[src/logic/com_pkg.sv]
`default_nettype none

package com_pkg;

    localparam int ADDR_W = 12;  // RAM address and frame length
    localparam int BYTE_W = 8;

    // packet type codes
    localparam logic [3:0] BAG_INIT   = 4'b0000;
    localparam logic [3:0] BAG_ACK    = 4'b0001;
    localparam logic [3:0] BAG_NAK    = 4'b0010;
    localparam logic [3:0] BAG_STL    = 4'b0011;
    localparam logic [3:0] BAG_DIDX   = 4'b0101;
    localparam logic [3:0] BAG_DPARAM = 4'b0110;
    localparam logic [3:0] BAG_DDIDX  = 4'b0111;
    localparam logic [3:0] BAG_DLINK  = 4'b1000;
    localparam logic [3:0] BAG_DTYPE  = 4'b1001;
    localparam logic [3:0] BAG_DTEMP  = 4'b1010;
    localparam logic [3:0] BAG_DATA0  = 4'b1101;
    localparam logic [3:0] BAG_DATA1  = 4'b1110;
    localparam logic [3:0] BAG_ERROR  = 4'b1111;

    // frame header seen as type/length or as the two channel bytes
    typedef union packed {
        struct packed {
            logic [3:0]        btype;
            logic [ADDR_W-1:0] dlen;
        } f;
        struct packed {
            logic [BYTE_W-1:0] hi;  // goes out first
            logic [BYTE_W-1:0] lo;
        } b;
    } com_hdr_u;

endpackage

`default_nettype wire

[src/logic/com_cs.sv]
`timescale 1ns/10ps
`default_nettype none

module com_cs import com_pkg::*; #(
    parameter logic [7:0] TIMEOUT = 8'd128,
    parameter logic [7:0] NUMOUT  = 8'd16
) (
    input  logic              clk,
    input  logic              rst,
    input  logic              fs_send,
    input  logic              fd_read,
    input  logic [3:0]        send_btype,
    input  logic [ADDR_W-1:0] send_dlen,
    input  logic [ADDR_W-1:0] ram_addr_init,
    input  logic              fd_tx,
    input  logic              fs_rx,
    input  logic [3:0]        rx_btype,
    output logic              fd_send,
    output logic              fd_txer,
    output logic              fs_read,
    output logic [3:0]        read_btype,
    output logic              fs_tx,
    output logic              fd_rx,
    output logic [3:0]        tx_btype,
    output logic [ADDR_W-1:0] tx_ram_init,
    output logic [ADDR_W-1:0] tx_ram_rlen
);

    localparam logic [7:0] MAIN_IDLE = 8'h00, MAIN_WAIT = 8'h01;
    localparam logic [7:0] SEND_PREP = 8'h20, SEND_DATA = 8'h21;
    localparam logic [7:0] SEND_DONE = 8'h22, SEND_EROR = 8'h23;
    localparam logic [7:0] READ_PREP = 8'h30, READ_DATA = 8'h31, READ_DONE = 8'h32;
    localparam logic [7:0] RANS_WAIT = 8'h40, RANS_TAKE = 8'h41, RANS_DONE = 8'h42;
    localparam logic [7:0] WANS_PREP = 8'h50, WANS_DONE = 8'h51;

    logic [7:0] state, next_state;
    logic [7:0] state_goto;  // where to go once the reply is consumed
    logic [7:0] time_cnt;
    logic [7:0] num_cnt;     // attempts answered so far
    logic       time_up;

    assign time_up = (time_cnt >= TIMEOUT - 8'd1);

    assign fd_send = (state == SEND_DONE);
    assign fd_txer = (state == SEND_EROR);
    assign fs_read = (state == READ_DONE);
    assign fs_tx   = (state == SEND_DATA) || (state == WANS_DONE);
    assign fd_rx   = (state == RANS_DONE) || (state == READ_DATA);

    always_ff @(posedge clk or posedge rst) begin
        if (rst) state <= MAIN_IDLE;
        else     state <= next_state;
    end

    always_comb begin
        next_state = state;
        case (state)
            MAIN_IDLE: next_state = MAIN_WAIT;
            MAIN_WAIT: begin
                if (fs_send)    next_state = SEND_PREP;
                else if (fs_rx) next_state = READ_PREP;
            end
            SEND_PREP: next_state = SEND_DATA;
            SEND_DATA: if (fd_tx) next_state = RANS_WAIT;
            RANS_WAIT: begin
                if (time_up)    next_state = SEND_EROR;  // no reply
                else if (fs_rx) next_state = RANS_TAKE;
            end
            RANS_TAKE: next_state = RANS_DONE;
            RANS_DONE: if (!fs_rx) next_state = state_goto;
            SEND_DONE, SEND_EROR: if (!fs_send) next_state = MAIN_WAIT;
            READ_PREP: next_state = READ_DATA;
            READ_DATA: if (!fs_rx) next_state = WANS_PREP;
            WANS_PREP: next_state = WANS_DONE;
            WANS_DONE: if (fd_tx) next_state = READ_DONE;
            READ_DONE: if (fd_read || time_up) next_state = MAIN_WAIT;
            default:   next_state = MAIN_IDLE;
        endcase
    end

    always_ff @(posedge clk or posedge rst) begin
        if (rst) begin
            state_goto  <= MAIN_IDLE;
            read_btype  <= BAG_INIT;
            tx_btype    <= BAG_INIT;
            tx_ram_init <= '0;
            tx_ram_rlen <= '0;
            num_cnt     <= '0;
        end else begin
            case (state)
                MAIN_IDLE, MAIN_WAIT: begin
                    state_goto  <= MAIN_IDLE;
                    read_btype  <= BAG_INIT;
                    tx_btype    <= BAG_INIT;
                    tx_ram_init <= '0;
                    tx_ram_rlen <= '0;  // answer frames carry no payload
                    num_cnt     <= '0;
                end
                SEND_PREP: begin
                    tx_btype    <= send_btype;
                    tx_ram_init <= ram_addr_init;
                    tx_ram_rlen <= send_dlen;
                end
                RANS_TAKE: begin
                    num_cnt <= num_cnt + 8'd1;
                    if (rx_btype == BAG_ACK)
                        state_goto <= SEND_DONE;
                    else if (rx_btype == BAG_NAK && num_cnt < NUMOUT - 8'd1)
                        state_goto <= SEND_DATA;  // resend same frame
                    else
                        state_goto <= SEND_EROR;
                end
                READ_PREP: read_btype <= rx_btype;
                WANS_PREP: tx_btype <= (read_btype == BAG_ERROR) ? BAG_NAK : BAG_ACK;
                default: ;
            endcase
        end
    end

    always_ff @(posedge clk or posedge rst) begin
        if (rst)
            time_cnt <= '0;
        else if (state == RANS_WAIT || state == READ_DONE)
            time_cnt <= time_cnt + 8'd1;
        else
            time_cnt <= '0;
    end

endmodule

`default_nettype wire

[config.mk]
export PLATFORM = sky130hd
export DESIGN_NAME = com_cs
export DESIGN_NICKNAME = d
export VERILOG_FILES = /design/src/logic/com_pkg.sv /design/src/logic/com_cs.sv
export SDC_FILE = /design/constraint.sdc
export NUM_CORES = 1
export LEC_CHECK = 0
export BUFFER_PORTS_ARGS = -buffer_cell sky130_fd_sc_hd__buf_2
export CAP_MARGIN = 20
export CORE_MARGIN = 1
export CORE_UTILIZATION = 47
export CTS_BUF_LIST = sky130_fd_sc_hd__clkbuf_8 sky130_fd_sc_hd__clkbuf_16
export CTS_CLUSTER_SIZE = 25
export DETAILED_ROUTE_END_ITERATION = 8
export GPL_TIMING_DRIVEN = 0
export PLACE_DENSITY = 0.76
export REMOVE_ABC_BUFFERS = 1
export SETUP_SLACK_MARGIN = 0.4
export SLEW_MARGIN = 5
export SYNTH_ARGS = -nofsm -noshare
export SYNTH_HDL_FRONTEND = slang
export SYNTH_SLANG_ARGS = --single-unit
[constraint.sdc]
create_clock -name clk -period 1.8 [get_ports clk]
set_input_delay 0.18 -clock clk [delete_from_list [all_inputs] [get_ports clk]]
set_output_delay 0.18 -clock clk [all_outputs]
set_load 0.01 [all_outputs]
======== After elaboration in Yosys (flattened, before gate mapping) ========
Cells that the tools add are included.
W data, S select, Z words.
word-level totals
  register bits ........................... 64
  output and inout port bits .............. 37
  word-level logic and storage cells ...... 70
operators by class
  add/subtract/negate cells ............... 2
  $lt $le $gt $ge ......................... 2
  equality and inequality tests ........... 24
  mux-type cells .......................... 21
  reductions and logical operators ........ 13
operators by type and width
  operator               number
  $pmux W8 S13           1
  $mux W8                11
  $eq A8 B6 Y1 const B   7
  $pmux W12 S2           2
  $eq A8 B7 Y1 const B   5
  $pmux W8 S2            2
  $add A8 B1 Y8 const B  2
  $pmux W4 S3            1
  $ne A2 B2 Y1 const B   5
  $eq A8 B1 Y1 const B   1
  $ge A8 B7 Y1 const B   1
  $logic_not A8 Y1       1
  $lt A8 B4 Y1 const B   1
  $pmux W4 S2            1
  $reduce_and A8 Y1      1
  $mux W2                3
  $ne A3 B3 Y1 const B   2
  $reduce_bool A2 Y1     3
  $eq A4 B1 Y1 const B   1
  $eq A4 B2 Y1 const B   1
  $eq A4 B4 Y1 const B   1
  $logic_or A1 B1 Y1     4
  $reduce_or A2 Y1       2
  $reduce_bool A3 Y1     1
  2 further kinds        2

======== Logic depth before layout (Yosys ltp) ========
Gate-level depths: netlist of the first run.
  word-level depth ........................ 5
  mapped depth ............................ 7
  gate-level depth less buffers ........... 6

======== Worst setup path after synthesis of the first run ========
No wires, ideal clock.
  path kind ............................... reg-to-reg
  from .................................... reg time_cnt[0]
  to ...................................... reg state[1]
  data arrival time ....................... 1.759 ns
  required time ........................... 1.675 ns
  path slack .............................. -0.084 ns
  cell stages (with the launch flop) ...... 7
  buffers on the path ..................... 0
  period minus slack after synthesis ...... 1.884 ns
  path through ............................ dfrtp_1 > ha_1 > nand3_2 > o21bai_2 > o32ai_1 > a211oi_4 > mux2_4
between the ends
  cells in the longest elaborated chain, start to end .. 4
  elaborated cells between the ends (all ways) .. 7
  classes of those cells .................. order compare (1); eq/ne (2); mux (2); reduce/logical (2)
RTL lines
  item                         RTL line       text
  from (decl)                  com_cs.sv:38   logic [7:0] time_cnt;
  from (signal assigned)       com_cs.sv:124  time_cnt <= time_cnt + 8'd1;
  $ge A8 B7 Y1 *               com_cs.sv:42   assign time_up = (time_cnt >= TIMEOUT - 8'd1);
  $logic_or A1 B1 Y1           com_cs.sv:76   READ_DONE: if (fd_read || time_up) next_state = MAIN_WAIT;
  $ne A2 B1 Y1 (no line)       n/a
  $reduce_and A8 Y1 (no line)  n/a
  to (signal assigned)         com_cs.sv:52   else state <= next_state;
  to (decl)                    com_cs.sv:36   logic [7:0] state, next_state;
Every way passes the cells marked *; elsewhere a longest branch is shown, timed or not.
A chain may end at the register's enable or synchronous reset.

======== Worst setup path in the final report of the first run ========
  from .................................... reg state[5]
  to ...................................... reg state[6]
between the ends
  cells in the longest elaborated chain, start to end .. 4
  elaborated cells between the ends (all ways) .. 25
  classes of those cells .................. eq/ne (21); mux (1); reduce/logical (3)
RTL lines
  item                         RTL line      text
  $eq A8 B6 Y1                 com_cs.sv:57  case (state)
  $reduce_or A2 Y1             com_cs.sv:57
  $ne A2 B2 Y1 (no line)       n/a
  $reduce_and A8 Y1 (no line)  n/a
Several ways; a longest one is shown, not always the timed one.

==> results.py, run 1 <==
metrics = {
    "floorplanning": {
        "io_pins": 75,
        "coreArea_sq_um": 5470,
        "dieWidth_um": 77.3,
        "num_rows": 27,
        "start_util_pct": 48.7,
        "dieHeight_um": 77.3,
        "dieArea_sq_um": 5980,
    },
    "critical_path": {
        "r2r_slack_ps": -110,
        "end_kind": "flop",
        "endpoint": "state[6]$_DFFE_PP0P_",
        "arrival_ps": 2120,
        "worstPathRequired_ps": 2010,
        "worstPathMaxFanout": 8,
        "path_class": "flop to flop",
        "r2r_start": "state[5]$_DFFE_PP0P_",
        "cp-startpoint": "state[5]$_DFFE_PP0P_",
        "ff2ff_path_depth": 6,
        "reg2reg_to": "state[6]$_DFFE_PP0P_",
        "start_kind": "flop",
    },
    "flow_run": {
        "max-cap-violations": 0,
    },
    "yosys": {
        "syn_avg_cell_area_sq_um": 11.0,
        "synth_top_cells_by_area": "dfrtp_1, a22o_1, o21ai_0",
        "ys_dominant_reg_cell": "dfrtp_1",
        "synth.most_common_cell": "dfrtp_1",
        "synth_cells": 242,
        "yosys.area.top_type": "dfrtp_1",
        "synth_cell_type_count": 52,
        "synth_warnings": 0,
        "ys_seq_elements": 56,
        "muxShareOfSynthArea_pct": 3.43,
        "synth-simple-area-share_pct": 15.4,
        "synth_area_sq_um": 2670,
        "synth_top_family_by_area": "compound AO/OA/AOI/OAI gates",
        "synth_xor_xnor_area_share_pct": 2.30,
        "synth_enable_flop_cells": 0,
        "synthAdderAreaFrac_pct": 0.939,
        "yosysSeqAreaShare_pct": 52.6,
        "synth.top_cell.area_share_pct": 52.6,
        "synthTopCellsByCount": "dfrtp_1, a22o_1, nor2_1, nand2_1, o21ai_0",
        "synthArstFlopShare_pct": 100,
        "synth_compound_area_share_pct": 21.5,
    },
    "global_route": {
        "grt-ovfl-total": 0,
        "antenna_found_initial": 0,
        "grt_max_degree": 42,
        "grt_pass1_vias": 2138,
        "track_usage_pct": 22.2,
        "grt_pass1_wl_um": 10400,
    },
    "sta": {
        "worst_pin_slew_ps": 470,
        "maxSlewViolCount": 0,
        "rsz0062_at_grt": "true",
        "clock_skew_ps": 11.1,
        "fin_crit_ps": 1910,
        "hold_viol": 0,
        "setup_ws_ps": -112,
        "post-route-period-util_pct": 106,
        "timing.fmax_mhz": 523,
        "setup_violations": 6,
        "slew_headroom_pct": 68.7,
    },
    "final_layout": {
        "layout.nets": 377,
        "area_growth_pct": 35.9,
        "instances_no_fill": 410,
        "multi_input_area_sq_um": 1380,
        "n_fill_cell": 420,
        "drive_gt1_share_pct": 46.7,
        "diodes": 0,
        "final-seq-area_sq_um": 1410,
    },
    "placed_design": {
        "dp.cells": 373,
        "dp_slack_ps": -601,
        "port_buffers": 74,
        "place_congestion": 0.852,
        "dp_hpwl_um": 4160,
    },
    "clocking": {
        "htreeDepth": 2,
        "clock_path_buffers": 2,
        "insertion_delay_ps": 320,
        "cts.sinks": 56,
        "cts_tree": "done",
        "clk_pin_slew_ps": 110,
        "cts_made_buffers": 5,
        "clock-root-buffer": "clkbuf_8",
    },
    "power_and_ir_drop": {
        "p_leak_uw": 0.00180,
        "ir_drop_mv": 0.743,
        "p_per_area_nw_per_um2": 1550,
    },
    "min_path": {
        "min_path_type": "primary input to flop",
    },
    "drt": {
        "first_pass_iters": 4,
        "wl_per_cell_um": 17.4,
        "wl_um": 7150,
        "drc_errors": 0,
        "antenna_left": 0,
        "viasPerCell": 5.70,
        "vias": 2338,
        "drtIter0Drc": 97,
    },
    "outcome": {
        "outcome": "finished, violations left",
        "failed_checks": "setup timing",
    },
}
## logic make-up after synthesis
group                    count (synthesis)
adder cells (fa/ha/maj)                  2
AO/OA/AOI/OAI                           72
multiplexers                             7
flip-flops                              56
buffers and inverters                   22
AND/OR/NAND/NOR                         76
XOR/XNOR                                 7
## per-stage QoR
| stage | utilization (%) | hold WS (ps) | TNS, ps | cell area (sq um) | power (uW) |
|---|---|---|---|---|---|
| after global placement | 55.6 | 386 | -38560 | 3050 | 3980 |
| final | 66.2 | 82.6 | -508 | 3620 | 5620 |
| after CTS | 63.1 | 80.0 | -468 | 3450 | 5250 |
| after global routing | 66.2 | 77.7 | -842 | 3620 | 5930 |
| after floorplan | - | 297 | -3420 | 2580 | 3330 |
| after detailed placement | 56.0 | 180 | -20910 | 3070 | 4050 |
## how the worst min path moves through the flow
| stage | startpoint | end | cells after the start |
|---|---|---|---|
| after floorplan | send_btype[1] | tx_btype[1]$_DFFE_PP0P_ | 2 |
| after global placement | send_btype[1] | tx_btype[1]$_DFFE_PP0P_ | 3 |
| after detailed placement | rst | tx_ram_rlen[3]$_DFFE_PP0P_ | 2 |
| after CTS | send_btype[1] | tx_btype[1]$_DFFE_PP0P_ | 3 |
| after global routing | send_dlen[4] | tx_ram_rlen[4]$_DFFE_PP0P_ | 2 |
| final | send_btype[1] | tx_btype[1]$_DFFE_PP0P_ | 3 |
## flip-flops by register name, indices dropped and copies added, names as in the netlist
| name | flops |
|---|---|
| time_cnt | 8 |
| tx_ram_init | 12 |
| tx_btype | 4 |
| read_btype | 4 |
| num_cnt | 8 |
| state_goto | 3 |
| tx_ram_rlen | 12 |
| state | 5 |
## layout make-up
class	instances	share of cell area (%)
well taps	72	2.49
repair buffers	101	17.4
clock inverters	3	0.760
flip-flops and latches	56	38.9
clock buffers	5	1.90
inverters	6	0.622
multi-input cells	167	38.0
## worst max-delay path, stage by stage (launching register included)
cell      delay (ps)
dfrtp_2          500
and3b_4          250
o21a_1           180
a22o_1           210
a211oi_4         200
buf_6            170
mux2_4           300
## cell usage in the layout (no fill, tap or decap), types with 2 or more instances in the layout
cell / instances
nor2_4: 3
o31ai_1: 3
o41ai_2: 2
clkbuf_8: 5
nand2_2: 2
nor2_2: 2
nand3_4: 2
nand3_1: 7
and3_1: 3
xnor2_1: 3
and4_1: 2
o21ai_4: 2
o21ai_0: 7
o21ai_1: 4
inv_1: 5
buf_2: 71
nor2_1: 15
buf_4: 19
nor4b_1: 2
xor2_1: 4
mux2_4: 4
o21ai_2: 4
nor3_1: 2
nand2_1: 16
a22o_1: 33
dfrtp_1: 51
and2_4: 3
dfrtp_2: 5
nor2b_2: 2
buf_6: 9
nor2b_1: 2
o22ai_1: 2
a21oi_1: 3
mux2i_1: 2
## per-layer routing
layer	track usage, %	up-vias	routed length, um
met3	3.93	10	434
met2	37.1	102	3530
met1	30.0	1139	3110
met4	4.91	0	80
met5	0	-	0
li1	-	1087	-
## report_power, final
group | internal (uW) | switching, uW | leakage, uW
Clock | 286 | 427 | 0.0000463
Combinational | 1370 | 1530 | 0.000995
Sequential | 1680 | 339 | 0.000755
## what timing repair did
| item | in CTS | in global routing |
|---|---|---|
| pin swaps | 10 | 7 |
| hold buffers | 1 | 0 |
| gates resized for setup | 39 | 27 |
| buffers inserted | 19 | 6 |
| endpoints found under the hold margin | 15 | 0 |
| cloned | 1 | 2 |
| endpoints found under the setup margin | 61 | 61 |
Note: power is estimated with default switching activity, not from simulation.
==> inputs of run 2 (changes only) <==
- CORE_ASPECT_RATIO: not set -> 2
- CTS_CLUSTER_DIAMETER: not set -> 80
- MAX_ROUTING_LAYER: not set -> met4
==> run 2 against run 1 <==
Against the previous run:
- power increased by 3.9%
- routed wire length up 9.3%
- largest cell class unchanged
- cell area increased by 2.3%
- register-to-register slack got worse by 70 ps
- highest routed layer unchanged
- largest power group unchanged
- the flow still finishes with violations (setup timing)
==> results.py, run 2 (synthesis gave the netlist of run 1 again) <==
metrics = {
    "final_layout": {
        "drive_gt1_share_pct": 49.4,
        "post-route-util_pct": 68.3,
        "area_growth_pct": 39.0,
        "finish.instance_area_sq_um": 3700,
        "reg_top3": "tx_ram_init x12, tx_ram_rlen x12",
        "diodes": 0,
        "n_fill_cell": 378,
        "mostFrequentLayoutCells": "buf_2, dfrtp_1, a22o_1, buf_4, nand2_1",
        "final_common_cell": "buf_2",
        "layout.nets": 387,
    },
    "critical_path": {
        "start_kind": "flop",
        "path_buf_inv": 1,
        "path_class": "flop to flop",
        "cp_top_family": "compound AO/OA/AOI/OAI gates",
        "worstPathRequired_ps": 2010,
        "crit_chain": "and3b_4 -> o21a_1 -> a22o_1 -> a211oi_4 -> buf_6 -> mux2_4",
        "worstPathMaxFanout": 8,
        "end_kind": "flop",
        "arrival_ps": 2190,
        "slowest_delay_ps": 500,
        "cp_slowest_cell": "dfrtp_2",
    },
    "sta": {
        "timing.fmax_mhz": 504,
        "rsz0062_at_grt": "true",
        "fin_crit_ps": 1990,
        "fin_tns_setup_ps": -1040,
        "post-route-period-util_pct": 110,
        "hold_viol": 0,
        "maxSlewViolCount": 0,
        "setup_ws_ps": -185,
        "setup_violations": 8,
        "worst_pin_slew_ps": 456,
        "clock_skew_ps": 5.38,
        "slew_headroom_pct": 69.6,
    },
    "floorplanning": {
        "coreArea_sq_um": 5420,
        "num_rows": 38,
        "dieArea_sq_um": 5990,
        "dieHeight_um": 108,
        "dieWidth_um": 55.2,
        "io_pins": 75,
        "start_util_pct": 49.2,
    },
    "drt": {
        "first_pass_iters": 4,
        "viasPerCell": 5.91,
        "wl_per_cell_um": 19.2,
        "antenna_left": 0,
        "drtIter0Drc": 113,
        "wl_um": 7820,
        "vias": 2412,
        "drc_errors": 0,
    },
    "clocking": {
        "cts_tree": "done",
        "cts.sinks": 56,
        "clk_pin_slew_ps": 110,
        "clock-root-buffer": "clkbuf_8",
        "clock_path_buffers": 2,
        "cts_made_buffers": 5,
        "htreeDepth": 2,
        "insertion_delay_ps": 320,
    },
    "flow_run": {
        "max-cap-violations": 0,
    },
    "global_route": {
        "grt_pass1_vias": 2399,
        "track_usage_pct": 25.4,
        "grt-ovfl-total": 0,
        "antenna_found_initial": 0,
        "grt_max_degree": 40,
        "grt_pass1_wl_um": 11600,
    },
    "power_and_ir_drop": {
        "p_leak_uw": 0.00187,
        "p_per_area_nw_per_um2": 1580,
        "net-switching-power_uw": 2380,
        "ir_drop_mv": 1.35,
        "pwr-share-clk_pct": 12.7,
        "swShare_pct": 40.7,
        "seq_power_share_pct": 34.6,
        "finalPower_uw": 5840,
        "p_comb_share_pct": 52.7,
        "internal_power_uw": 3460,
    },
    "outcome": {
        "failed_checks": "setup timing",
        "outcome": "finished, violations left",
    },
    "min_path": {
        "min_path_type": "primary input to flop",
    },
    "placed_design": {
        "dp_slack_ps": -595,
        "port_buffers": 74,
        "place_congestion": 0.900,
        "placed_area_sq_um": 3060,
        "dp_hpwl_um": 4510,
    },
}
## run 2: final timing paths
path	startpoint	to	slack (ps)	cells past startpoint
worst min-delay path	send_btype[1]	tx_btype[1]$_DFFE_PP0P_	60	3
max in group asynchronous	rst	state[0]$_DFFE_PP0P_	850	4
worst min register to register	num_cnt[7]$_DFFE_PP0P_	num_cnt[7]$_DFFE_PP0P_	500	1
worst max register to register	state[5]$_DFFE_PP0P_	state[0]$_DFFE_PP0P_	-190	6
worst max-delay path	state[5]$_DFFE_PP0P_	state[0]$_DFFE_PP0P_	-190	6
min in group asynchronous	rst	time_cnt[4]$_DFF_PP0_	390	3
## run 2: final cells by class
type	count	area (sq um)	share of cell area [%]
clock buffer	5	68.8	1.86
clock inverter	3	27.5	0.743
inverter	6	22.5	0.608
multi-input combinational	164	1360	36.7
sequential	56	1410	38.0
tap	60	75.1	2.03
timing repair buffer	114	742	20.0
## run 2: what timing repair did
item                                   CTS  global route
pin swaps                               15            13
hold buffers                             1             0
endpoints found under the hold margin   17             0
buffers inserted                        26            11
gates resized for setup                 50            29
setup endpoints to repair               61            61
gates cloned                             0             0
## run 2: power groups by stage
stage | clock, uW | combinational (uW) | sequential [uW]
6_report | 740 | 3080 | 2020
5_1_grt | 794 | 3300 | 2070
4_1_cts | 758 | 2680 | 1990
3_5_place_dp | 0 | 2040 | 2080
3_3_place_gp | 0 | 1960 | 2060
2_1_floorplan | 0 | 1160 | 2170
## run 2: tightest hold or removal path: cells and delay by family
kind                   cells  cell delay (ps)
buffers and inverters      1               80
AOI/OAI and AO/OA          1               60
and+or+nand+nor            1               30
## run 2: layer usage
metal	wire length, um	up-vias	GRT usage (%)
met3	263	28	2.87
li1	-	1101	-
met2	4450	87	46.4
met1	2840	1196	27.6
met5	0	-	-
met4	265	0	10.4
## run 2: through the flow
stage               cells  hold slack, ps
floorplan             226             297
global placement      360             387
detailed placement    362             200
CTS                   397            64.2
global route          408            75.8
finish                408            65.0
==> inputs of run 3 (changes only) <==
- ABC_AREA: not set -> 1
==> run 3 against run 2 <==
Against the previous run:
- cell count rose by 19%
- sequential power fell by 2%
- critical path type is now flop to output pin
- maximum frequency rose by 17%
- setup slack improved by 280 ps
- sequential cell count did not move
- combinational power rose by 34%
- the flow finishes with violations (hold timing)
- critical endpoint is now fd_rx
- hold slack got worse by 75 ps
- register-to-register slack improved by 310 ps
- largest power group unchanged
==> results.py, run 3 <==
metrics = {
    "sta": {
        "timing.fmax_mhz": 588,
        "fin_crit_ps": 1700,
        "hold_viol": 13,
        "hold_ws_ps": -9.90,
        "maxSlewViolCount": 0,
        "slew_headroom_pct": 46.4,
        "rsz0062_at_grt": "true",
        "setup_violations": 0,
        "worst_pin_slew_ps": 803,
        "setup_ws_ps": 97.9,
        "clock_skew_ps": 10.5,
        "post-route-period-util_pct": 94.6,
    },
    "yosys": {
        "synth_cells": 298,
        "yosys.area.top_type": "dfrtp_1",
        "synth_area_sq_um": 2730,
        "ys_seq_elements": 56,
        "synth_enable_flop_cells": 0,
        "ys_dominant_reg_cell": "dfrtp_1",
        "synth_warnings": 0,
        "syn_avg_cell_area_sq_um": 9.15,
        "synth_top_cells_by_area": "dfrtp_1, a32o_1, nand3_1",
        "synth.top_cell.area_share_pct": 51.4,
        "synth_cell_type_count": 27,
        "synth.most_common_cell": "dfrtp_1",
        "synthArstFlopShare_pct": 100,
        "yosysSeqAreaShare_pct": 51.4,
        "synthTopCellsByCount": "dfrtp_1, nand2_1, nand3_1, inv_1, a32o_1",
    },
    "clocking": {
        "htreeDepth": 2,
        "cts_made_buffers": 5,
        "cts_tree": "done",
        "clock-root-buffer": "clkbuf_8",
        "cts.sinks": 56,
        "insertion_delay_ps": 340,
        "clock_path_buffers": 2,
        "clk_pin_slew_ps": 110,
        "postCtsHoldBufs": 0,
    },
    "outcome": {
        "failed_checks": "hold timing",
        "outcome": "finished, violations left",
    },
    "final_layout": {
        "mostFrequentLayoutCells": "buf_2, dfrtp_1, buf_4",
        "instances_no_fill": 484,
        "diodes": 0,
        "post-route-util_pct": 74.3,
        "final_common_cell": "buf_2",
        "area_growth_pct": 50.1,
        "n_fill_cell": 367,
        "drive_gt1_share_pct": 49.8,
        "reg_top3": "tx_ram_init x12, tx_ram_rlen x12",
        "layout.nets": 463,
    },
    "drt": {
        "drtIter0Drc": 201,
        "drc_errors": 0,
        "vias": 2999,
        "wl_per_cell_um": 20.1,
        "viasPerCell": 6.20,
        "wl_um": 9730,
        "antenna_left": 0,
        "first_pass_iters": 5,
    },
    "placed_design": {
        "dp_hpwl_um": 5000,
        "dp_slack_ps": -389,
        "dp.cells": 425,
        "port_buffers": 74,
        "place_congestion": 0.944,
    },
    "critical_path": {
        "end_kind": "output pin",
        "reg2reg_to": "tx_ram_rlen[11]$_DFFE_PP0P_",
        "arrival_ps": 1520,
        "start_kind": "flop",
        "path_class": "flop to output pin",
        "ff2ff_path_depth": 7,
        "worstPathRequired_ps": 1620,
        "r2r_start": "state[4]$_DFFE_PP0P_",
        "worstPathMaxFanout": 7,
        "r2r_slack_ps": 120,
    },
    "power_and_ir_drop": {
        "p_per_area_nw_per_um2": 1680,
        "ir_drop_mv": 1.48,
        "p_leak_uw": 0.00206,
    },
    "floorplanning": {
        "io_pins": 75,
        "dieArea_sq_um": 6130,
        "num_rows": 38,
        "coreArea_sq_um": 5520,
        "dieWidth_um": 55.9,
        "dieHeight_um": 110,
        "start_util_pct": 49.5,
    },
    "global_route": {
        "grt_max_degree": 35,
        "grt-ovfl-total": 0,
        "grt_pass1_wl_um": 12100,
        "track_usage_pct": 26.9,
        "antenna_found_initial": 0,
        "grt_pass1_vias": 2662,
    },
    "flow_run": {
        "max-cap-violations": 0,
    },
    "min_path": {
        "min_path_type": "primary input to asynchronous set/reset pin",
    },
}
## run 3: where the power goes
| group | internal [uW] | switching [uW] | leakage (uW) |
|---|---|---|---|
| Sequential | 1660 | 310 | 0.000755 |
| Clock | 287 | 474 | 0.0000463 |
| Combinational | 1880 | 2260 | 0.00125 |
| Total | 3830 | 3050 | 0.00206 |
## run 3: cell type report
type / instances / area [sq um] / area share (%)
Clock buffer: 5 / 68.8 / 1.68
Clock inverter: 3 / 27.5 / 0.672
Inverter: 40 / 165 / 4.03
Multi-Input combinational cell: 196 / 1430 / 34.9
Sequential cell: 56 / 1410 / 34.4
Tap cell: 60 / 75.1 / 1.83
Timing Repair Buffer: 123 / 917 / 22.4
Timing Repair inverter: 1 / 5.00 / 0.122
## run 3: what timing repair did
action / in CTS / in global routing
gates resized for setup: 45 / 52
setup buffers: 30 / 15
hold endpoints to repair: 0 / 0
pin swaps: 10 / 21
cloned: 3 / 3
setup endpoints to repair: 61 / 61
## run 3: logic make-up (layout without fill, tap and decap cells)
kind of cell | count (synthesis) | count (layout) | share of synthesized area [%]
xor+xnor | 1 | 1 | 0.321
fa+ha+maj | 2 | 2 | 0.917
simple gates | 139 | 142 | 25.2
buf+inv | 49 | 172 | 7.71
compound gates | 51 | 51 | 14.4
flops | 56 | 56 | 51.4
## run 3: worst max path at each step
stage | startpoint | to | slack (ps) | cells past startpoint
detailed placement | state[1]$_DFFE_PP0P_ | tx_ram_init[10]$_DFFE_PP0P_ | -390 | 5
global placement | state[6]$_DFFE_PP0P_ | tx_ram_init[3]$_DFFE_PP0P_ | -600 | 7
floorplan | state[6]$_DFFE_PP0P_ | tx_ram_init[0]$_DFFE_PP0P_ | -130 | 7
global route | state[5]$_DFFE_PP0P_ | state[6]$_DFFE_PP0P_ | 30 | 10
CTS | state[0]$_DFFE_PP0P_ | fs_tx | 190 | 5
finish | state[4]$_DFFE_PP0P_ | fd_rx | 100 | 4
## run 3: metrics by stage
stage               total power [uW]  instance area (sq um)  setup TNS (ps)
floorplan                       3370                   2670           -3560
global placement                4050                   3110          -45460
detailed placement              4170                   3160          -14830
CTS                             5710                   3690               0
global route                    7160                   4100               0
finish                          6870                   4100               0
## run 3: routing by layer
layer	wire length, um	GRT usage, %	vias to the layer above
li1	-	-	1297
met1	3020	25.4	1478
met2	5510	51.7	168
met3	540	2.82	56
met4	665	15.3	0
met5	0	-	-
## run 3: worst max-delay path, cell delays in order (launching register included)
cell and delay, ps:
dfrtp_2 510, nor2_4 290, nand3_2 150, nand2_2 130
buf_6 110
